## config.mk

```make
export PLATFORM = sky130hd
export DESIGN_NAME = cbuf_bank
export DESIGN_NICKNAME = d
export VERILOG_FILES = /design/src/source/cbuf_icb_pkg.sv /design/src/source/cbuf_mem_pkg.sv /design/src/source/cbuf_bank.sv
export VERILOG_INCLUDE_DIRS = /design/src /design/src/source
export SDC_FILE = /design/constraint.sdc
export NUM_CORES = 2
export LEC_CHECK = 0
export BUFFER_PORTS_ARGS = -buffer_cell sky130_fd_sc_hd__buf_2
export CORE_MARGIN = 2
export CORE_UTILIZATION = 31
export CTS_CLUSTER_DIAMETER = 80
export DETAILED_ROUTE_END_ITERATION = 8
export GPL_TIMING_DRIVEN = 1
export PLACE_DENSITY = 0.44
export RECOVER_POWER = 25
export REMOVE_ABC_BUFFERS = 1
export SYNTH_ARGS = -nofsm -noshare
export SYNTH_HDL_FRONTEND = slang
export SYNTH_SLANG_ARGS = --single-unit
```

## constraint.sdc

```tcl
create_clock -name aclk -period 2.8 [get_ports aclk]
set_input_delay 0.56 -clock aclk [delete_from_list [all_inputs] [get_ports aclk]]
set_output_delay 0.56 -clock aclk [all_outputs]
set_load 0.02 [all_outputs]
```

## src/source/cbuf_settings.svh

```systemverilog
// conv buffer build settings
`ifndef CBUF_SETTINGS_SVH
`define CBUF_SETTINGS_SVH

// channels per buffer word, each channel is two bytes
`define CBUF_ATOMIC_C 4

`define CBUF_BANK_N 4 // physical banks shared by both regions
`define CBUF_BANK_DEPTH 64 // words per bank

// commands a port may have in flight
`define CBUF_MAX_OUTSTANDING 2

// derived widths
`define CBUF_WORD_BYTES (`CBUF_ATOMIC_C * 2)
`define CBUF_WORD_W (`CBUF_WORD_BYTES * 8)
`define CBUF_BANK_IDX_W $clog2(`CBUF_BANK_N)
`define CBUF_ROW_W $clog2(`CBUF_BANK_DEPTH)

`endif

```

## src/source/cbuf_icb_pkg.sv

```systemverilog
// ICB port types
`default_nettype none
`include "cbuf_settings.svh"

package cbuf_icb_pkg;

	typedef logic [`CBUF_WORD_W-1:0] icb_data_t; // one buffer word
	typedef logic [`CBUF_WORD_BYTES-1:0] icb_mask_t; // one bit per byte lane
	typedef logic [31:0] icb_addr_t; // byte address

	// command channel payload
	typedef struct packed {
		icb_addr_t addr;
		logic read;
		icb_data_t wdata;
		icb_mask_t wmask;
	} icb_cmd_t;

	// response channel payload
	typedef struct packed {
		icb_data_t rdata;
		logic err; // out of region
	} icb_rsp_t;

endpackage

`default_nettype wire

```

## src/source/cbuf_mem_pkg.sv

```systemverilog
// bank side types
`default_nettype none
`include "cbuf_settings.svh"

package cbuf_mem_pkg;
	import cbuf_icb_pkg::*;

	typedef logic [`CBUF_BANK_IDX_W-1:0] bank_idx_t;
	typedef logic [`CBUF_ROW_W-1:0] bank_row_t;
	typedef logic [0:0] port_sel_t; // 0 feature map, 1 kernel

	// one access to a single bank
	typedef struct packed {
		logic en;
		icb_mask_t we; // byte write enables, zero on reads
		bank_row_t row;
		icb_data_t wdata;
	} bank_req_t;

	// what was issued in a cycle, used to route the response
	typedef struct packed {
		logic valid;
		port_sel_t port;
		bank_idx_t bank;
		logic read;
		logic err;
	} issue_rec_t;

endpackage

`default_nettype wire

```

## src/source/cbuf_bank.sv

```systemverilog
// byte maskable buffer bank
`timescale 1ns/1ps
`default_nettype none
`include "cbuf_settings.svh"

module cbuf_bank
	import cbuf_icb_pkg::*;
	import cbuf_mem_pkg::*;
(
	input wire logic aclk,
	input wire bank_req_t req,
	output wire icb_data_t dout // valid one cycle after en
);

	localparam int LANES = $bits(icb_mask_t);

	// one narrow memory per byte lane
	for (genvar i = 0; i < LANES; i++) begin : g_lane
		logic [7:0] lane_mem [`CBUF_BANK_DEPTH];
		logic [7:0] lane_q;

		always_ff @(posedge aclk) begin
			if (req.en) begin
				if (req.we[i])
					lane_mem[req.row] <= req.wdata[i*8 +: 8];
				lane_q <= lane_mem[req.row]; // old contents on a write
			end
		end

		assign dout[i*8 +: 8] = lane_q;
	end

endmodule

`default_nettype wire

```

==> impl_results.rst <==
.. list-table::
   :header-rows: 1

   * - Metric
     - Value
   * - Worst clock skew
     - 0.0648 ns
   * - Minimum clock period after layout
     - about 2.8 ns
   * - Drt via density
     - 5.39
   * - Distinct cell type count after synthesis
     - 61
   * - Buffers inserted by post-CTS timing repair
     - 0
   * - Yosys warnings
     - 0
   * - Combined flip-flop and latch cell area
     - 0.125 mm^2
   * - Starting utilization of the core area
     - a little under a third
   * - Class of the worst hold path
     - input pin to flip-flop
   * - CP arrival
     - 3.56 ns
   * - Leading cell type in the layout, fill and taps excluded
     - sky130_fd_sc_hd__edfxtp_1
   * - Unrepaired setup endpoints after global routing
     - false
   * - Multi-input gate area in the final layout
     - 0.0313 mm^2
   * - Number of pins exceeding their max-slew limit in the final report
     - 1544
   * - Fillcell total
     - 46826
   * - Standard-cell rows
     - around 260
   * - Post-route worst setup slack
     - -0.00264 ns
   * - Most frequent cells in the layout
     - sky130_fd_sc_hd__edfxtp_1 (4160), sky130_fd_sc_hd__buf_4 (1497), sky130_fd_sc_hd__a221oi_1 (867)
   * - Maximum capacitance violations
     - 38
   * - Cells traversed along the worst timing path
     - buf_8 -> and2_4 -> buf_4 -> a221oi_1 -> nor3_1 -> or4_1 -> a211oi_1 -> buf_4 -> nand4_1
   * - Post-Syn Instances
     - approximately 9000
   * - Total via count after detailed routing
     - 97462
   * - Post-detail-place hpwl
     - approximately 380000 um
   * - Number of CTS-inserted buffers
     - between 400 and 500
   * - Power share of the combinational group
     - 6.6%
   * - Max stage delay cell, worst path
     - sky130_fd_sc_hd__a211oi_1
   * - Wire length per cell
     - 30.8 um
   * - Count of flip-flops with a built-in enable after synthesis
     - between 4000 and 5000
   * - Leakage power total
     - 64.9 nW
   * - Highest Clock Rate
     - 0.357 GHz
   * - Setup_tns
     - -0.00264 ns
   * - Iter 0 DRT Violations
     - 10228
   * - Synth Cell Area
     - 0.159 mm^2
   * - Max Root-Sink Buffers
     - 4
   * - CTS H-Tree Depth
     - 5
   * - #FFs+latches synth
     - 4160
   * - Top cell by count, worst path
     - sky130_fd_sc_hd__buf_4
   * - Ratio of final minimum period to clock period
     - 100%
   * - Wire length of the first global-routing pass
     - slightly below 800000 um
   * - Measured slew at the worst slew-check pin
     - approximately 2.2 ns
   * - Sequential fraction of design power
     - about 50%
   * - Clk network pwr share
     - 43.3%
   * - Total gr overflow
     - 0
   * - Violated checks
     - max-capacitance violations, max-slew violations, negative setup slack
   * - Startpoint type of the worst setup path
     - input pin
   * - Die height
     - 721 um
   * - Die area
     - 0.519 mm^2
   * - Net count reported at finish
     - 11007
   * - Power per cell area
     - 700 mW/mm^2
   * - Slew headroom
     - -48.8%
   * - Internal power
     - 107 mW
   * - Clock slew seen by the registers of the worst setup and hold paths
     - 0.06 ns
   * - Switching part of the total
     - between 20% and 30%
   * - Cts hold-fix bufs
     - 24
   * - Cell area after placement
     - 0.183 mm^2
   * - Post-Layout Inst Area
     - 0.197 mm^2
   * - Peak supply drop
     - 581 uV
   * - Placeable core area
     - 0.512 mm^2
   * - Crit Path Category
     - input pin to flip-flop
   * - Number of gates resized after cts
     - 0
   * - Input/output buffers
     - roughly 140
   * - Number of clock sinks seen by CTS
     - between 4000 and 5000
   * - TritonCTS clock tree
     - built
   * - Layout-stage area growth over the synthesis result
     - 23.8%
   * - Pin count of the biggest net entering global routing
     - 65
   * - Final setup violation count
     - 1
   * - Routed wire length
     - ~560000 um
   * - Number of design rule violations left after detail routing
     - 0
   * - Cell at the root of the clock tree
     - sky130_fd_sc_hd__clkbuf_16
   * - Layout cells sized above 1
     - 25.3%
   * - Number of top-level pins
     - 144
   * - Status
     - finished, violations left
   * - Data required, critical path
     - approximately 3.6 ns
   * - Number of global-route vias before repair
     - 98251
   * - Pre-CTS worst setup slack
     - -0.922 ns
   * - Predominant post-synthesis flop cell
     - sky130_fd_sc_hd__edfxtp_1
   * - Slowest Stage Delay on Critical Path
     - 0.64 ns
   * - Detail Route Antenna Nets
     - 0
   * - Synth async-reset ratio
     - 0%
   * - Mean instance size in the synthesized netlist
     - 17.2 um^2
   * - Width of the chip
     - 721 um
   * - Endpoint type of the worst setup path
     - flip-flop
   * - First-pass iteration count of the detailed router
     - 6
   * - Power spent charging and discharging nets
     - between 30 and 40 mW
   * - Clock insertion delay at the later pin of the skew report
     - 1.08 ns
   * - Total power of the final layout
     - 138 mW
   * - Hold Vio Cnt, Final
     - 0
   * - Overall routing resource usage
     - a little over a fifth
   * - Largest fanout on the critical path
     - 15
   * - Final weighted congestion in routability-driven placement
     - 0.864
   * - Fraction of the yosys area taken by sequential cells
     - 78.4%
   * - Number of antenna violations at the first check in global routing
     - 37
==> stage by stage <==
stage / std cells / utilization (%) / hold WS [ns]
3_5_place_dp: 17210 / 35.6 / 0.718
6_report: 18066 / 38.5 / 0.367
3_3_place_gp: 17210 / 35.6 / 0.727
5_1_grt: 18061 / 38.5 / 0.386
4_1_cts: 18058 / 38.6 / 0.00284
2_1_floorplan: 8509 / - / 0.637
==> layer usage <==
metal	vias up	part of all wire, %	track usage [%]
met2	3672	48	34.7
met4	12	2.9	5.44
li1	41855	-	-
met3	701	6.3	3.01
met5	-	0.015	0
met1	51222	43	28.5
==> path summary, 6_finish.rpt <==
| kind | from | to | slack [ns] | cells after the start |
|---|---|---|---|---|
| worst max-delay path | req[65] | g_lane[5].lane_q[6] | -0.003 | 9 |
| worst min register to register | g_lane[5].lane_mem[27][2] | g_lane[5].lane_q[2] | 0.72 | 4 |
| worst max register to register | g_lane[5].lane_mem[16][6] | g_lane[5].lane_q[6] | 0.09 | 6 |
| worst min-delay path | req[18] | g_lane[2].lane_mem[57][2] | 0.37 | 1 |
==> synth_stat cells, types with 4 or more instances <==
master,count,area share (%)
sky130_fd_sc_hd__edfxtp_1,4160,78
sky130_fd_sc_hd__a221oi_1,867,4.8
sky130_fd_sc_hd__nor2_1,691,1.6
sky130_fd_sc_hd__a22oi_1,549,2.6
sky130_fd_sc_hd__mux2i_1,381,2.4
sky130_fd_sc_hd__clkbuf_1,354,0.83
sky130_fd_sc_hd__o22ai_1,344,1.4
sky130_fd_sc_hd__nand2_1,280,0.66
sky130_fd_sc_hd__buf_2,255,0.80
sky130_fd_sc_hd__mux2_2,240,1.7
sky130_fd_sc_hd__a21oi_1,189,0.59
sky130_fd_sc_hd__o21ai_0,154,0.48
sky130_fd_sc_hd__buf_1,112,0.26
sky130_fd_sc_hd__nor3_1,82,0.26
sky130_fd_sc_hd__a22o_1,67,0.37
sky130_fd_sc_hd__o221ai_1,53,0.29
sky130_fd_sc_hd__o22a_1,52,0.29
sky130_fd_sc_hd__nand4_1,37,0.15
sky130_fd_sc_hd__a31oi_1,34,0.13
sky130_fd_sc_hd__a211oi_1,31,0.15
sky130_fd_sc_hd__o2bb2ai_1,30,0.16
sky130_fd_sc_hd__or4_1,28,0.13
sky130_fd_sc_hd__a2111o_1,27,0.19
sky130_fd_sc_hd__o2111ai_1,27,0.15
sky130_fd_sc_hd__o21a_1,27,0.13
sky130_fd_sc_hd__a211o_1,26,0.14
sky130_fd_sc_hd__buf_4,25,0.12
sky130_fd_sc_hd__a221oi_2,21,0.20
sky130_fd_sc_hd__and2_1,13,0.051
sky130_fd_sc_hd__mux4_2,10,0.14
sky130_fd_sc_hd__or3_1,10,0.039
sky130_fd_sc_hd__nand3_1,9,0.028
sky130_fd_sc_hd__buf_6,7,0.049
sky130_fd_sc_hd__nor2b_1,6,0.024
sky130_fd_sc_hd__or2_2,6,0.024
sky130_fd_sc_hd__a21o_1,4,0.019
sky130_fd_sc_hd__and3_1,4,0.016
sky130_fd_sc_hd__nand2b_1,4,0.016
sky130_fd_sc_hd__nand3b_1,4,0.019
sky130_fd_sc_hd__o32ai_1,4,0.022
==> registers in the layout, indices dropped and copies added, names as in the netlist <==
| signal | count |
|---|---|
| g_lane.lane_mem | 4096 |
| g_lane.lane_q | 64 |
==> power groups by stage <==
stage	Combinational, mW	Sequential (mW)	Clock (mW)
finish	9.10	69.2	59.7
global route	9.57	69.2	63.1
CTS	9.25	69.1	60.8
detailed placement	9.20	70.5	0
global placement	9.14	70.5	0
floorplan	3.10	70.4	0
==> critical path, delay by kind of cell <==
kind                   cells  cell delay (ns)
buffers and inverters      3             0.63
AO/OA/AOI/OAI              2             1.05
AND/OR/NAND/NOR            4             1.18
==> kinds of logic (layout without fill, tap and decap cells) <==
family                 count (synthesis)  count (layout)  share of synthesized area, %
multiplexers                         631             631                          4.23
AND/OR/NAND/NOR                     1189            1189                          3.12
buffers and inverters                756            2795                          2.07
flip-flops                          4160            4160                          78.4
AO/OA/AOI/OAI                       2526            2526                          12.1
other                                  0               8                             0
==> final cells by class <==
type	count	share of cell area, %
Sequential cell	4160	63.4
Multi-Input combinational cell	4346	15.9
Timing Repair Buffer	1968	8.96
Clock buffer	535	5.91
Tap cell	6757	4.29
Clock inverter	289	1.57
Inverter	3	0.0171
Antenna cell	8	0.0102
Power figures use the tool's default switching activity.
