File: src/source/icb_reg_slice.sv
// registered channel slice
`timescale 1ns/1ps
`default_nettype none

module icb_reg_slice #(
	parameter int WIDTH = 32
)(
	input wire logic aclk,
	input wire logic rst,

	input wire logic [WIDTH-1:0] in_data,
	input wire logic in_valid,
	output logic in_ready,

	output logic [WIDTH-1:0] out_data,
	output logic out_valid,
	input wire logic out_ready
);

	logic [WIDTH-1:0] main_q; // entry facing the output
	logic [WIDTH-1:0] skid_q; // catches the beat taken while output stalls
	logic main_v;
	logic skid_v;
	logic in_fire;
	logic main_free;

	// ready comes straight from a flop
	assign in_ready = !skid_v;
	assign in_fire = in_valid && !skid_v;

	// main entry empties or moves on this edge
	assign main_free = !main_v || out_ready;

	assign out_data = main_q;
	assign out_valid = main_v;

	always_ff @(posedge aclk) begin
		if (rst) begin
			main_v <= 1'b0;
			skid_v <= 1'b0;
		end else if (main_free) begin
			main_v <= skid_v || in_fire; // skid first, keeps order
			skid_v <= 1'b0;
		end else if (in_fire) begin
			skid_v <= 1'b1;
		end
	end

	always_ff @(posedge aclk) begin
		if (main_free && (skid_v || in_fire))
			main_q <= skid_v ? skid_q : in_data;
		if (!main_free && in_fire)
			skid_q <= in_data;
	end

endmodule

`default_nettype wire

File: config.mk
export PLATFORM = sky130hd
export DESIGN_NAME = icb_reg_slice
export DESIGN_NICKNAME = d
export VERILOG_FILES = /design/src/source/icb_reg_slice.sv
export SDC_FILE = /design/constraint.sdc
export NUM_CORES = 1
export LEC_CHECK = 0
export ABC_AREA = 1
export BUFFER_PORTS_ARGS = -buffer_cell sky130_fd_sc_hd__buf_4
export CAP_MARGIN = 20
export CORE_MARGIN = 1
export CORE_UTILIZATION = 35
export CTS_CLUSTER_DIAMETER = 50
export DETAILED_ROUTE_END_ITERATION = 8
export GPL_TIMING_DRIVEN = 0
export PLACE_DENSITY = 0.69
export SLEW_MARGIN = 20
export SYNTH_ARGS = -nofsm -noshare
export SYNTH_HDL_FRONTEND = slang
export SYNTH_SLANG_ARGS = --single-unit
File: constraint.sdc
create_clock -name aclk -period 2.4 [get_ports aclk]
set_clock_uncertainty 0.05 [all_clocks]
set_input_delay 0.12 -clock aclk [delete_from_list [all_inputs] [get_ports aclk]]
set_output_delay 0.12 -clock aclk [all_outputs]
set_load 0.03 [all_outputs]
==> results of run 1 <==
==> layout make-up <==
class / count / area, µm² / area share
inverters: 3 / 18.77 / 0.005083
plain buffers: 7 / 75.07 / 0.02033
clock inverters: 4 / 20.02 / 0.005422
multi-input cells: 104 / 461.7 / 0.1250
well taps: 96 / 120.1 / 0.03253
flip-flops and latches: 66 / 1962 / 0.5313
clock buffers: 11 / 131.4 / 0.03558
repair buffers: 104 / 903.4 / 0.2447
==> worst max path at each step <==
| stage | from | depth (start not counted) | slack (ps) | to |
|---|---|---|---|---|
| CTS | skid_v$_SDFFE_PP0P_ | 4 | 790 | skid_q[12]$_DFFE_PP_ |
| global placement | skid_v$_SDFFE_PP0P_ | 3 | 30 | skid_q[1]$_DFFE_PP_ |
| global route | skid_v$_SDFFE_PP0P_ | 4 | 750 | skid_q[31]$_DFFE_PP_ |
| finish | skid_v$_SDFFE_PP0P_ | 4 | 830 | skid_q[12]$_DFFE_PP_ |
| detailed placement | skid_v$_SDFFE_PP0P_ | 4 | 790 | skid_q[5]$_DFFE_PP_ |
| floorplan | out_valid$_SDFFE_PP0P_ | 2 | 420 | skid_q[0]$_DFFE_PP_ |
==> report_power, final <==
| part | switching, µW | internal [µW] | leakage (µW) |
|---|---|---|---|
| Combinational | 181 | 156 | 0.000840 |
| Sequential | 15.3 | 1330 | 0.000618 |
| Clock | 378 | 361 | 0.0000743 |
==> metal layers <==
layer  GRT usage  vias to the layer above
li1            -                      836
met1      0.1543                      757
met2      0.2237                       54
met3     0.04095                        4
met4     0.07273                        0
met5           0                        -
==> cell usage after synthesis <==
cell      number  area share
nand3_1        2      0.0040
dfxtp_1        2       0.016
buf_4          3      0.0090
nand2_2       19       0.048
nand2_1       78        0.12
nor2_1         3      0.0045
o21ai_0        1      0.0020
edfxtp_1      64        0.77
inv_1          2      0.0030
inv_8          1      0.0045
buf_6          2      0.0090
buf_8          2       0.012
a21oi_1        1      0.0020
==> kinds of logic after synthesis <==
family | count (synthesis)
AO/OA/AOI/OAI | 2
buffers and inverters | 10
flip-flops | 66
AND/OR/NAND/NOR | 102
==> cells in the final DEF, fill, tap and decap left out, drive strengths merged <==
cell,Yosys,routed
a21oi,1,1
buf,7,78
clkbuf,0,11
clkinv,0,3
clkinvlp,0,1
dfxtp,2,2
dlygate4sd3,0,33
edfxtp,64,64
inv,3,3
nand2,97,97
nand3,2,2
nor2,3,3
o21ai,1,1
==> sequential cells by signal, indices dropped and copies added (netlist names) <==
signal     cells
out_data      32
skid_q        32
out_valid      1
skid_v         1
==> worst max-delay path, cell delays in order (launching register included) <==
cell and delay [ps]:
dfxtp_1 300, buf_6 140, buf_4 180, nor2_4 370, buf_16 220
==> metrics by stage <==
step	area (µm²)	utilization	instances	hold WS, ps	worst slack [ps]
2_1_floorplan	2505	-	180	168.9	415.2
3_3_place_gp	3143	0.4601	345	259.1	28.12
3_5_place_dp	3211	0.4700	347	258.4	791.1
4_1_cts	3692	0.5405	395	6.948	792.3
5_1_grt	3692	0.5405	395	19.42	754.6
6_report	3692	0.5405	395	30.42	832.9
==> metrics, run 1 <==
WP data arrival=1540 ps; number of remaining DRC errors=0; area grow syn2layout=47.77%; routed vias=1,651; Mapped Area=0.002499 mm²; largest net degree at the start of global routing=22; RSZ-0062 raised after global routing=false; post-synthesis compound-gate area fraction=0.004006; grt ovf=0; critical path class=flop to flop; HP Class=primary input to flop; # hold bufs at CTS=33; deepest clock path buffer count=2; vias per inst=4.180; status=finished clean; HPWL after DPL=3077 µm; initial antenna violation count=0; Final Setup Violations=0; gpl congestion=0.6155; synthesized area per cell=13.88 µm²; final hold vios=0; Peak Freq=638.1 MHz; Synth Area in XOR/XNOR=0; full die area=0.007481 mm²; Worst VDD drop=0.3247 mV; Starting Density=0.3658; mux share of post-synthesis cell area=0; DR WL met2=2513 µm; Total GRT Usage=0.1338; Pre-Repair DR Iteration Count=4; CTS Sinks=66; Ports=70; Slew Limit Fails=0; Yosys warnings=0; CTS tree=built; Die Wd=roughly 86 µm; combinational family with the most area after synthesis=simple AND/OR/NAND/NOR gates; crit path launch type=flop; Max FO, Critical Path=21; power after layout=2424 µW; min Tclk post-route=1567 ps; Worst slew margin=0.6619; Post-Synth Adder-Cell Area=0; Initial DRC Count=65; uppermost layer routed=met4; port bufs=69; PostCTS Resize Cnt=0; register area share after synthesis=0.7852; htree depth=3; Min-Delay Startpoint=rst; Worst Path Required=between 2000 and 2500 ps; Wirelength per Cell=about 12 µm; post-synthesis simple-gate area fraction=0.1733; layout cells sized above 1=0.3712; Synth Instances=180; std cell rows=30; antenna-violating nets left=0; max-cap violation count=0; Die Y=86.49 µm; final worst path period share=0.6530; wire length on met3=between 200 and 250 µm; R2R Path End=skid_q[12]$_DFFE_PP_; CTS buffer count=9; hold endpoint=out_valid$_SDFFE_PP0P_; Yosys cell types=13; root buffer cell=clkbuf_8; worst-skew pair later-pin latency=320 ps; static leakage=0.001532 µW; Post-CTS Setup Bufs=0; worst-margin pin slew=between 500 and 600 ps; Worst setup EP type=flop; core area=0.006832 mm²; Pwr per Cell Area=656.6 mW/mm²; Fill cells=612; hold path cells=4; first-pass GRT wire length=7293 µm; #FFs+latches synth=66; reg-to-reg setup timing slack=830 ps; clock slew at reported path FFs=60 ps; antenna diode instance count=0; total negative slack=0 ps; vias in the first global route=1,575; Worst R2R Path Depth=4; RR Startpoint=skid_v$_SDFFE_PP0P_; Routed Wire Length=4692 µm; nets=331; net count after synthesis=216; M1 WL=1916 µm
Power figures use the tool's default switching activity.
==> run 2, diff against run 1 <==
--- a/config.mk
+++ b/config.mk
@@ -13,7 +13,7 @@
 export CTS_CLUSTER_DIAMETER = 50
 export DETAILED_ROUTE_END_ITERATION = 8
 export GPL_TIMING_DRIVEN = 0
-export PLACE_DENSITY = 0.69
+export PLACE_DENSITY = 0.67
 export SLEW_MARGIN = 20
 export SYNTH_ARGS = -nofsm -noshare
 export SYNTH_HDL_FRONTEND = slang
==> constraint.sdc (replaced) <==
create_clock -name aclk -period 1.6 [get_ports aclk]
set_clock_uncertainty 0.05 [all_clocks]
set_input_delay 0.08 -clock aclk [delete_from_list [all_inputs] [get_ports aclk]]
set_output_delay 0.08 -clock aclk [all_outputs]
set_load 0.03 [all_outputs]
==> metrics, run 2 (same netlist as run 1, synthesis figures left out) <==
DP Area=0.003157 mm² (-1.7%); reg-to-reg setup timing slack=90 ps (-750 ps); min Tclk post-route=1514 ps (-53.31 ps); Clock power frac=0.334 (+0.029); max-cap violation count=0 (unchanged); Die Y=86.49 µm (unchanged); met3 Use GR=0.05619 (+0.01524); most common cell after layout, fill and taps aside=nand2_1; largest net degree at the start of global routing=17 (-23%); static leakage=0.001579 µW (+3.0%); gr busiest metal=met2; Worst Path Required=1520 ps (-860 ps); Setup WS post-layout=86.17 ps (-746.7 ps); Max stage delay on crit path=470 ps (+100 ps); number of remaining DRC errors=0 (unchanged); critical path cell sequence=nand3_2 -> nor2_4; Final Setup Violations=0 (unchanged); most frequent cells in the layout=nand2_1, buf_4, edfxtp_1; total negative slack=0 ps (unchanged); Max FO, Critical Path=16 (-24%); clock slew at reported path FFs=70 ps (about the same); std cell rows=30 (unchanged); HP Class=primary input to flop; HPWL after DPL=2765 µm (-10%); vias in the first global route=1,631 (+3.6%); hold path cells=4 (unchanged); Starting Density=0.3658 (unchanged); slowest stage cell on the critical path=nor2_4; Sw Ratio=0.2343 (-0.002851); Ports=70 (unchanged); initial antenna violation count=0 (unchanged); status=finished clean; full die area=0.007481 mm² (unchanged); Worst VDD drop=0.7160 mV (+120%); root buffer cell=clkbuf_8; antenna diode instance count=0 (unchanged); first-pass GRT wire length=8107 µm (+11%); crit path launch type=flop; gpl congestion=0.6440 (+4.6%); Initial DRC Count=68 (+4.6%); Flop pwr share=0.528 (-0.028); Crit. path cell count=2 (-2); CTS tree=built; CP top delay family=simple AND/OR/NAND/NOR gates; Internal=2941 µW (+59%); final hold vios=0 (unchanged); area grow syn2layout=51.38%; Worst setup EP type=flop; Wirelength per Cell=13.12 µm (+10%); vias per inst=4.219 (+0.94%); worst-margin pin slew=552.1 ps (+46.00 ps); Worst slew margin=0.6306 (-0.03127); P_sw=899.9 µW (+57%); setup slack at placement=-265.9 ps (-1057 ps); CP bufs+invs=0 (-3); WP data arrival=1430 ps (-110 ps); CTS buffer count=9 (unchanged); Pwr per Cell Area=1015 mW/mm² (+55%); final instance area=0.003782 mm² (+2.4%); layout cells sized above 1=0.3954 (+0.02419); Routed Wire Length=5276 µm (+12%); RSZ-0062 raised after global routing=false; routing usage on met1=0.1899 (+0.03565); htree depth=3 (unchanged); Worst R2R Path Depth=2 (-2); Pre-Repair DR Iteration Count=4 (unchanged); CTS Sinks=66 (unchanged); worst-skew pair later-pin latency=330 ps (about the same); antenna-violating nets left=0 (unchanged); nets=339 (+2.4%); Die Wd=86.49 µm (unchanged); Slew Limit Fails=0 (unchanged); deepest clock path buffer count=2 (unchanged); M2 GR Usage=0.2460 (+0.02237); routed vias=1,696 (+2.7%); final worst path period share=0.9461 (+0.2932); Total GRT Usage=0.1539 (+0.02003); critical path class=flop to flop; combinational power share=0.138 (about the same); grt ovf=0 (unchanged); port bufs=69 (unchanged); Peak Freq=660.6 MHz (+3.5%); core area=0.006832 mm² (unchanged)
## run 2: cell types whose count changed in the layout (fill, tap and decap cells not counted), moves of 2 or more
cell / change
clkinv_1: -2
buf_12: +2
buf_4: +4
buf_16: -2
dlygate4sd3_1: +2
clkinv_2: +2
## run 2: worst register-to-register path, delay by kind of cell, from the launching register on
family           cells  cell delay, ps
DFF                  1             440
and+or+nand+nor      2             660
## run 2: layout make-up
class / count / area [µm²]
Buffer: 7 / 75.07
Clock buffer: 10 / 127.6
Clock inverter: 4 / 45.04
Fill cell: 590 / 3049
Inverter: 3 / 18.77
Multi-Input combinational cell: 106 / 494.2
Sequential cell: 66 / 1963
Tap cell: 96 / 120.1
Timing Repair Buffer: 110 / 938.4
## run 2: per-layer routing
| metal | wire length (µm) | vias up |
|---|---|---|
| li1 | - | 853 |
| met1 | 2325 | 786 |
| met2 | 2629 | 49 |
| met3 | 255 | 8 |
| met4 | 65 | 0 |
| met5 | 0 | - |
## run 2: power by group through the flow
stage | Clock (µW) | Combinational, µW | Sequential [µW]
2_1_floorplan | 0 | 103 | 2190
3_3_place_gp | 0 | 421 | 2060
3_5_place_dp | 0 | 426 | 2060
4_1_cts | 1310 | 522 | 2030
5_1_grt | 1390 | 571 | 2030
6_report | 1280 | 530 | 2030
## run 2: path summary, 6_finish.rpt
check                         startpoint                      to
hold / removal                 out_ready     skid_v$_SDFFE_PP0P_
setup / recovery  out_valid$_SDFFE_PP0P_    skid_q[12]$_DFFE_PP_
setup reg to reg  out_valid$_SDFFE_PP0P_    skid_q[12]$_DFFE_PP_
hold reg to reg     skid_q[24]$_DFFE_PP_  out_data[24]$_DFFE_PP_
## run 2: what timing repair did
action,in CTS,in global routing
setup endpoints to repair,64,16
pin swaps,1,0
hold endpoints to repair,66,0
hold buffers,35,0
buffers inserted,4,2
resized for setup,3,0
gates cloned,2,0
## run 2: per-stage QoR
step                      utilization  hold WS [ps]  total power (µW)  std cells
after floorplan                     -         128.9              2289        180
after global placement         0.4621         219.5              2481        345
after detailed placement       0.4621         219.7              2488        345
after CTS                      0.5496         111.1              3863        400
after global routing           0.5537         139.8              3997        402
final                          0.5537         128.7              3841        402
