==> src/source/cbuf_settings.svh <==
// conv buffer build settings
`ifndef CBUF_SETTINGS_SVH
`define CBUF_SETTINGS_SVH

// channels per buffer word, each channel is two bytes
`define CBUF_ATOMIC_C 4

`define CBUF_BANK_N 4 // physical banks shared by both regions
`define CBUF_BANK_DEPTH 64 // words per bank

// commands a port may have in flight
`define CBUF_MAX_OUTSTANDING 2

// derived widths
`define CBUF_WORD_BYTES (`CBUF_ATOMIC_C * 2)
`define CBUF_WORD_W (`CBUF_WORD_BYTES * 8)
`define CBUF_BANK_IDX_W $clog2(`CBUF_BANK_N)
`define CBUF_ROW_W $clog2(`CBUF_BANK_DEPTH)

`endif

==> src/source/cbuf_icb_pkg.sv <==
// ICB port types
`default_nettype none
`include "cbuf_settings.svh"

package cbuf_icb_pkg;

	typedef logic [`CBUF_WORD_W-1:0] icb_data_t; // one buffer word
	typedef logic [`CBUF_WORD_BYTES-1:0] icb_mask_t; // one bit per byte lane
	typedef logic [31:0] icb_addr_t; // byte address

	// command channel payload
	typedef struct packed {
		icb_addr_t addr;
		logic read;
		icb_data_t wdata;
		icb_mask_t wmask;
	} icb_cmd_t;

	// response channel payload
	typedef struct packed {
		icb_data_t rdata;
		logic err; // out of region
	} icb_rsp_t;

endpackage

`default_nettype wire

==> src/source/cbuf_mem_pkg.sv <==
// bank side types
`default_nettype none
`include "cbuf_settings.svh"

package cbuf_mem_pkg;
	import cbuf_icb_pkg::*;

	typedef logic [`CBUF_BANK_IDX_W-1:0] bank_idx_t;
	typedef logic [`CBUF_ROW_W-1:0] bank_row_t;
	typedef logic [0:0] port_sel_t; // 0 feature map, 1 kernel

	// one access to a single bank
	typedef struct packed {
		logic en;
		icb_mask_t we; // byte write enables, zero on reads
		bank_row_t row;
		icb_data_t wdata;
	} bank_req_t;

	// what was issued in a cycle, used to route the response
	typedef struct packed {
		logic valid;
		port_sel_t port;
		bank_idx_t bank;
		logic read;
		logic err;
	} issue_rec_t;

endpackage

`default_nettype wire

==> src/source/cbuf_addr_map.sv <==
// port arbiter and bank address map
`timescale 1ns/1ps
`default_nettype none
`include "cbuf_settings.svh"

module cbuf_addr_map
	import cbuf_icb_pkg::*;
	import cbuf_mem_pkg::*;
(
	input wire logic aclk,
	input wire logic rst,
	input wire logic [7:0] fmbufbankn, // banks given to the feature map region

	input wire icb_cmd_t fm_cmd,
	input wire logic fm_valid,
	output logic fm_ready,

	input wire icb_cmd_t k_cmd,
	input wire logic k_valid,
	output logic k_ready,

	input wire logic [1:0] rsp_taken, // one response left, per port

	output bank_req_t bank_req [`CBUF_BANK_N],
	output issue_rec_t issue
);

	localparam int WORD_SH = $clog2(`CBUF_WORD_BYTES);
	localparam int SLOT_SH = WORD_SH + `CBUF_ROW_W;
	localparam int CNT_W = $clog2(`CBUF_MAX_OUTSTANDING + 1);

	typedef logic [CNT_W-1:0] cnt_t;

	cnt_t fm_cnt; // commands in flight
	cnt_t k_cnt;
	logic rr_q; // port favoured when both ask
	logic fm_elig;
	logic k_elig;
	logic fm_gnt;
	logic k_gnt;
	logic any_gnt;
	port_sel_t sel;
	icb_cmd_t cmd;
	icb_addr_t slot;
	logic [7:0] fm_banks;
	logic [7:0] region;
	logic in_range;
	bank_idx_t phys;
	bank_row_t row;

	assign fm_elig = fm_valid && (fm_cnt < `CBUF_MAX_OUTSTANDING);
	assign k_elig = k_valid && (k_cnt < `CBUF_MAX_OUTSTANDING);

	assign fm_gnt = fm_elig && (!k_elig || !rr_q);
	assign k_gnt = k_elig && (!fm_elig || rr_q);
	assign any_gnt = fm_gnt || k_gnt;
	assign sel = k_gnt;

	assign fm_ready = fm_gnt;
	assign k_ready = k_gnt;

	// decode of the granted command
	assign cmd = sel ? k_cmd : fm_cmd;
	assign slot = cmd.addr >> SLOT_SH; // low address bits ignored, aligned only
	assign row = cmd.addr[WORD_SH +: `CBUF_ROW_W];

	assign fm_banks = (fmbufbankn > 8'(`CBUF_BANK_N)) ? 8'(`CBUF_BANK_N) : fmbufbankn;
	assign region = sel ? 8'(`CBUF_BANK_N) - fm_banks : fm_banks;
	assign in_range = slot < icb_addr_t'(region);

	// kernel region grows down from the top bank
	assign phys = sel ? bank_idx_t'(`CBUF_BANK_N - 1) - bank_idx_t'(slot)
		: bank_idx_t'(slot);

	for (genvar b = 0; b < `CBUF_BANK_N; b++) begin : g_req
		assign bank_req[b] = '{
			en: any_gnt && in_range && (phys == bank_idx_t'(b)),
			we: cmd.read ? icb_mask_t'(0) : cmd.wmask,
			row: row,
			wdata: cmd.wdata
		};
	end

	assign issue = '{
		valid: any_gnt,
		port: sel,
		bank: phys,
		read: cmd.read,
		err: !in_range
	};

	always_ff @(posedge aclk) begin
		if (rst) begin
			fm_cnt <= '0;
			k_cnt <= '0;
			rr_q <= 1'b0;
		end else begin
			fm_cnt <= fm_cnt + cnt_t'(fm_gnt) - cnt_t'(rsp_taken[0]);
			k_cnt <= k_cnt + cnt_t'(k_gnt) - cnt_t'(rsp_taken[1]);
			if (any_gnt)
				rr_q <= !sel; // other port goes first next time
		end
	end

endmodule

`default_nettype wire

==> config.mk <==
export PLATFORM = sky130hd
export DESIGN_NAME = cbuf_addr_map
export DESIGN_NICKNAME = d
export VERILOG_FILES = /design/src/source/cbuf_icb_pkg.sv /design/src/source/cbuf_mem_pkg.sv /design/src/source/cbuf_addr_map.sv
export VERILOG_INCLUDE_DIRS = /design/src /design/src/source
export SDC_FILE = /design/constraint.sdc
export NUM_CORES = 1
export LEC_CHECK = 0
export BUFFER_PORTS_ARGS = -buffer_cell sky130_fd_sc_hd__buf_2
export CAP_MARGIN = 20
export CORE_AREA = 2 2 210 212
export CTS_CLUSTER_SIZE = 14
export DETAILED_ROUTE_END_ITERATION = 6
export DIE_AREA = 0 0 212 214
export PLACE_DENSITY = 0.41
export RECOVER_POWER = 25
export SYNTH_ARGS = -nofsm -noshare
export SYNTH_HDL_FRONTEND = slang
export SYNTH_SLANG_ARGS = --single-unit
==> constraint.sdc <==
create_clock -name aclk -period 3.3 [get_ports aclk]
set_clock_uncertainty 0.1 [all_clocks]
set_input_delay 0 -clock aclk [delete_from_list [all_inputs] [get_ports aclk]]
set_output_delay 0 -clock aclk [all_outputs]
set_load 0.005 [all_outputs]
==> flow_summary.ini, run 1 <==
[status]
status = finished, final reports clean

[clocking]
cts_buffers = 3
root_buffer = clkbuf_16
clock_latency_ns = 0.23
numClockSinks = 5
clockBufferDepth = 2
htree_levels = 1
cts_tree = done
clk_pin_slew_ns = 0.03

[hold_path]
holdCritPathClass = primary input to flop
min_to = rr_q
whs_path_depth = 4
min_from = fm_valid

[logic_synthesis]
yosysMostFrequentCell = nand2_1
syn_inst = 599
synth_area_leaders = buf_4 51%, nand2_1 27%, ha_1 4.3%
async_reset_ff_frac = 0
synth_edf_count = 0
avgSynthCellArea_um2 = 5.836
synth_area_um2 = 3496
yosys.area.top_type_share = 0.5068
yosysWarnings = 0
synth-seq-area-share = 0.02863
yosys.area.top_type = buf_4
ys_types = 31
synth_top_cells_by_count = 256 x nand2_1, 236 x buf_4, 16 x clkbuf_1
ys_ff_latch = 5
synthFlopType = dfxtp_1

[routing]
wl_met2_mm = 9.782
drt-pass1-iter-count = 4
drt-wirelength-per-cell_um = 12.50
ant_nets = 0
wl_met1_mm = 6.910
routed-via-count = 4576
drc_errors = 0
vias_per_cell = 3.073
met3WireLength_mm = 1.746
route.top_layer_used = met5
dr.first_iter.drc_count = 152
wl_mm = 18.61

[timing]
worst_pin_slew_ns = 0.7258
drv_slew = 0
setup_ws_ns = 0.1704
setup_tns_ns = 0
fmax_mhz = 319.5
hold_viol = 0
final.period_utilization = 0.9484
setup_viol = 0
relSlewSlack = 0.5161
rsz0062_at_grt = no
fin_crit_ns = 3.130

[die]
coreArea_um2 = 42890
die_height_um = 214
io_pins = 548
dieArea_um2 = 45370
rows = 76
die_x_um = 212
start_util = 0.08151

[worst_setup_path]
r2r_end = k_cnt[0]
critPathArrivalTime_ns = 3.03
reg2regPathDepth = 6
r2r_start = k_cnt[1]
cp.required_ns = 3.20
path_class = flop to primary output
ff2ff_setup_slack_ns = 1.23
cp_max_fo = 31
endpoint_kind = primary output
critPathLaunchType = flop

[global_routing]
grt_max_degree = 44
grt_antenna_before_repair = 4
grt_overflow_total = 0
grt_pass1_wl_mm = 24.87
grt_usage = 0.07304
first_global_vias = 4086

[finish]
nFillCells = 5098
drive_above_1_share = 0.5991
fin_nets = 1140
area_delta_synth_final_pct = 50.68

[placed_design]
io_buffers = 541
dp_slack_ns = 0.1724
gp_congestion = 0.7788
dp_hpwl_mm = 16.86

[flow_run]
drv_cap = 0

[power]
vdd_drop_max_mv = 0.1735
p_leak_nw = 3.229
power_per_cell_area_nw_per_um2 = 441.8
-- logic make-up after synthesis --
kind of cell             share of synthesized area
flip-flops                                 0.02863
XOR/XNOR                                   0.01253
AO/OA/AOI/OAI                              0.04151
other                                     0.001073
AND/OR/NAND/NOR                             0.3318
buffers and inverters                       0.5383
adder cells (fa/ha/maj)                    0.04295
multiplexers                              0.003221
-- layout by cell type (no fill, tap or decap), types with 2 or more instances in the layout --
master,count
conb_1,3
or3_2,2
buf_2,516
inv_1,9
nor4_2,3
nand2b_1,2
clkbuf_16,3
clkbuf_1,27
nor2b_1,3
nor4_1,9
o21ai_0,4
nor2_1,5
xnor2_1,3
a211oi_1,2
nand4_1,2
a21oi_1,12
nand2_1,256
dfxtp_1,5
ha_1,12
xor2_1,2
buf_4,9
-- worst max-delay path by stage --
stage / start / to / depth (start not counted)
after floorplan: k_cnt[1] / bank_req[157] / 12
after global placement: fmbufbankn[5] / bank_req[236] / 12
after detailed placement: fmbufbankn[5] / bank_req[78] / 12
after CTS: k_cnt[1] / bank_req[78] / 11
after global routing: fmbufbankn[5] / bank_req[157] / 12
final: fm_cnt[1] / bank_req[78] / 8
-- metrics by stage --
step	instance area, um2	power [mW]	util	hold WS, ns	std cells
after floorplan	3503	1.807	-	-0.02839	601
after global placement	5176	2.177	0.1207	0.1525	1481
after detailed placement	5176	2.166	0.1207	0.1532	1481
after CTS	5265	2.375	0.1228	0.1263	1486
after global routing	5268	2.574	0.1228	0.1639	1489
final	5268	2.327	0.1228	0.1237	1489
-- layer usage --
metal / global-route usage / vias up
li1: - / 2222
met1: 0.08021 / 2014
met2: 0.1464 / 325
met3: 0.01085 / 13
met4: 0.01197 / 2
met5: 0 / -
-- flip-flops by register name, summed over array words and instances (netlist names) --
signal	cells
fm_cnt	2
k_cnt	2
rr_q	1
-- worst max-delay path, stage by stage (launching register included) --
cell and delay [ns]:
dfxtp_1 0.33, nand2b_1 0.20, o21ai_4 0.26, buf_4 0.20, clkbuf_2 0.56, mux2_1 0.41, a221o_2 0.38, nor4_2 0.30
buf_2 0.15
-- repair_timing --
item                                    CTS  global route
gates resized for setup                   0             5
hold buffers                              1             0
endpoints found under the setup margin    0             4
endpoints found under the hold margin     5             0
buffers inserted                          0             2
-- layout make-up --
class / instances / area [um2] / share of cell area
antenna: 1 / 2.502 / 0.0004751
tap: 585 / 732.0 / 0.1390
multi-input combinational: 331 / 1551 / 0.2945
clock buffer: 4 / 78.83 / 0.01496
sequential: 5 / 100.1 / 0.01900
inverter: 10 / 40.04 / 0.007601
timing repair buffer: 553 / 2763 / 0.5245
-- power breakdown --
part / switching (mW) / total (mW) / internal, mW
registers: 0.0163 / 0.0995 / 0.0831
clock network: 0.0368 / 0.197 / 0.160
logic: 1.15 / 2.03 / 0.877
total: 1.21 / 2.33 / 1.12
No activity file was read; power rests on OpenSTA's default activity.
==> inputs of run 2 (changes only) <==
- RECOVER_POWER: 25 -> default
==> run 2 against run 1 <==
Compared with the run above:
- maximum frequency increased by 0.15%
- sequential share of layout area about the same
- cell count unchanged
- setup slack better by 0.0048 ns
- power increased by 0.95%
- non-clock buffer count unchanged
- largest power group unchanged
==> flow_summary.ini, run 2 (same netlist as run 1, synthesis figures left out) <==
[finish]
area_delta_synth_final_pct = 51.75
mostFrequentLayoutCells = 541 x buf_2, 256 x nand2_1, 12 x a21oi_1, 12 x ha_1, 11 x buf_4
final_common_cell = buf_2
stdcell_area_um2 = 5305
multi_input_area_um2 = 1551
drive_above_1_share = 0.6279
nFillCells = 5082
reg_top3 = fm_cnt (2), k_cnt (2), rr_q (1)
fin_nets = 1140
fin_cells = 1489
ff_latch_area_um2 = 100.1

[routing]
route.top_layer_used = met5
wl_met1_mm = 6.919
drc_errors = 0
vias_per_cell = 3.083
wl_met2_mm = 9.801
routed-via-count = 4590
drt-pass1-iter-count = 4
wl_mm = 18.59
met3WireLength_mm = 1.701
drt-wirelength-per-cell_um = 12.49
ant_nets = 0
dr.first_iter.drc_count = 133

[die]
start_util = 0.08151
die_x_um = 212
dieArea_um2 = 45370
io_pins = 548
rows = 76
coreArea_um2 = 42890
die_height_um = 214

[clocking]
cts_tree = done
clk_pin_slew_ns = 0.03
cts_buffers = 3
htree_levels = 1
clock_latency_ns = 0.23
root_buffer = clkbuf_16
numClockSinks = 5
clockBufferDepth = 2

[timing]
setup_tns_ns = 0
hold_viol = 0
final.period_utilization = 0.9469
setup_viol = 0
fmax_mhz = 320.0
relSlewSlack = 0.5077
fin_crit_ns = 3.125
worst_pin_slew_ns = 0.7316
drv_slew = 0
rsz0062_at_grt = no

[global_routing]
grt_antenna_before_repair = 4
grt_overflow_total = 0
grt_max_degree = 44
grt_pass1_wl_mm = 24.87
first_global_vias = 4086
grt_usage = 0.07304

[placed_design]
gp_congestion = 0.7788
io_buffers = 541
placed_cell_area_um2 = 5176
placed_cells = 1481
dp_hpwl_mm = 16.86

[worst_setup_path]
cp_max_fo = 5
cp_slowest_stage_delay_ns = 0.56
critPathSlowestCell = or4_4
crit_chain = buf_2 -> or4_4 -> nor3_4 -> nand2_1 -> ha_1 -> or3_2 -> ha_1 -> a21oi_1 -> o21ai_0 -> a221o_2 -> nor4_2 -> buf_2
path_class = primary input to primary output
critPathArrivalTime_ns = 3.02
cp.required_ns = 3.20
critPathLaunchType = primary input
endpoint_kind = primary output

[power]
seqPwrFrac = 0.042
vdd_drop_max_mv = 0.1735
p_sw_frac = 0.5136
p_leak_nw = 3.307
power_per_cell_area_nw_per_um2 = 442.8
p_clk_frac = 0.084
total_power_mw = 2.349
power.switching_mw = 1.207
p_int_mw = 1.143
comb_power_share = 0.874

[hold_path]
holdCritPathClass = primary input to flop

[flow_run]
drv_cap = 0

[status]
status = finished, final reports clean
==> run 2: through the flow <==
stage | setup slack (ns) | utilization | hold slack (ns)
after detailed placement | 0.1724 | 0.1207 | 0.1532
final | 0.1752 | 0.1237 | 0.1237
after CTS | 0.1050 | 0.1228 | 0.1263
after global placement | 0.2139 | 0.1207 | 0.1525
after floorplan | 0.2874 | - | -0.02839
after global routing | 0.01348 | 0.1237 | 0.1639
==> run 2: worst paths after layout <==
| check | end | from | slack, ns | cells past startpoint |
|---|---|---|---|---|
| max | bank_req[78] | fmbufbankn[5] | 0.18 | 12 |
| min | rr_q | fm_valid | 0.12 | 4 |
| max reg2reg | k_cnt[1] | fm_cnt[1] | 1.53 | 7 |
| min reg2reg | fm_cnt[1] | fm_cnt[1] | 0.47 | 2 |
==> run 2: power groups by stage <==
| stage | registers [mW] | logic (mW) | clock network, mW |
|---|---|---|---|
| 4_1_cts | 0.0989 | 2.08 | 0.200 |
| 5_1_grt | 0.102 | 2.29 | 0.206 |
| 3_3_place_gp | 0.0982 | 2.08 | 0 |
| 6_report | 0.0995 | 2.05 | 0.197 |
| 3_5_place_dp | 0.0996 | 2.07 | 0 |
| 2_1_floorplan | 0.0955 | 1.71 | 0 |
==> run 2: area by class of cell <==
type	count	share of cell area
timing repair buffer	553	0.5278
multi-input combinational	331	0.2925
tap	585	0.1380
sequential	5	0.01887
clock buffer	4	0.01486
inverter	10	0.007547
antenna	1	0.0004717
==> run 2: per-layer routing <==
layer  vias up  GRT usage
met5         -          0
met2       323     0.1464
met3        13    0.01085
met4         2    0.01197
met1      2027    0.08021
li1       2225          -
==> run 2: worst max-delay path: cells and delay by family <==
kind                       cells  cell delay (ns)
adders and majority gates      2             0.54
buffers and inverters          2             0.25
AOI/OAI and AO/OA              3             0.64
and+or+nand+nor                5             1.59
==> run 2: repair_timing <==
item,in CTS,in global routing
setup buffers,0,2
endpoints found under the hold margin,5,0
hold buffers,1,0
endpoints found under the setup margin,0,4
resized for setup,0,5
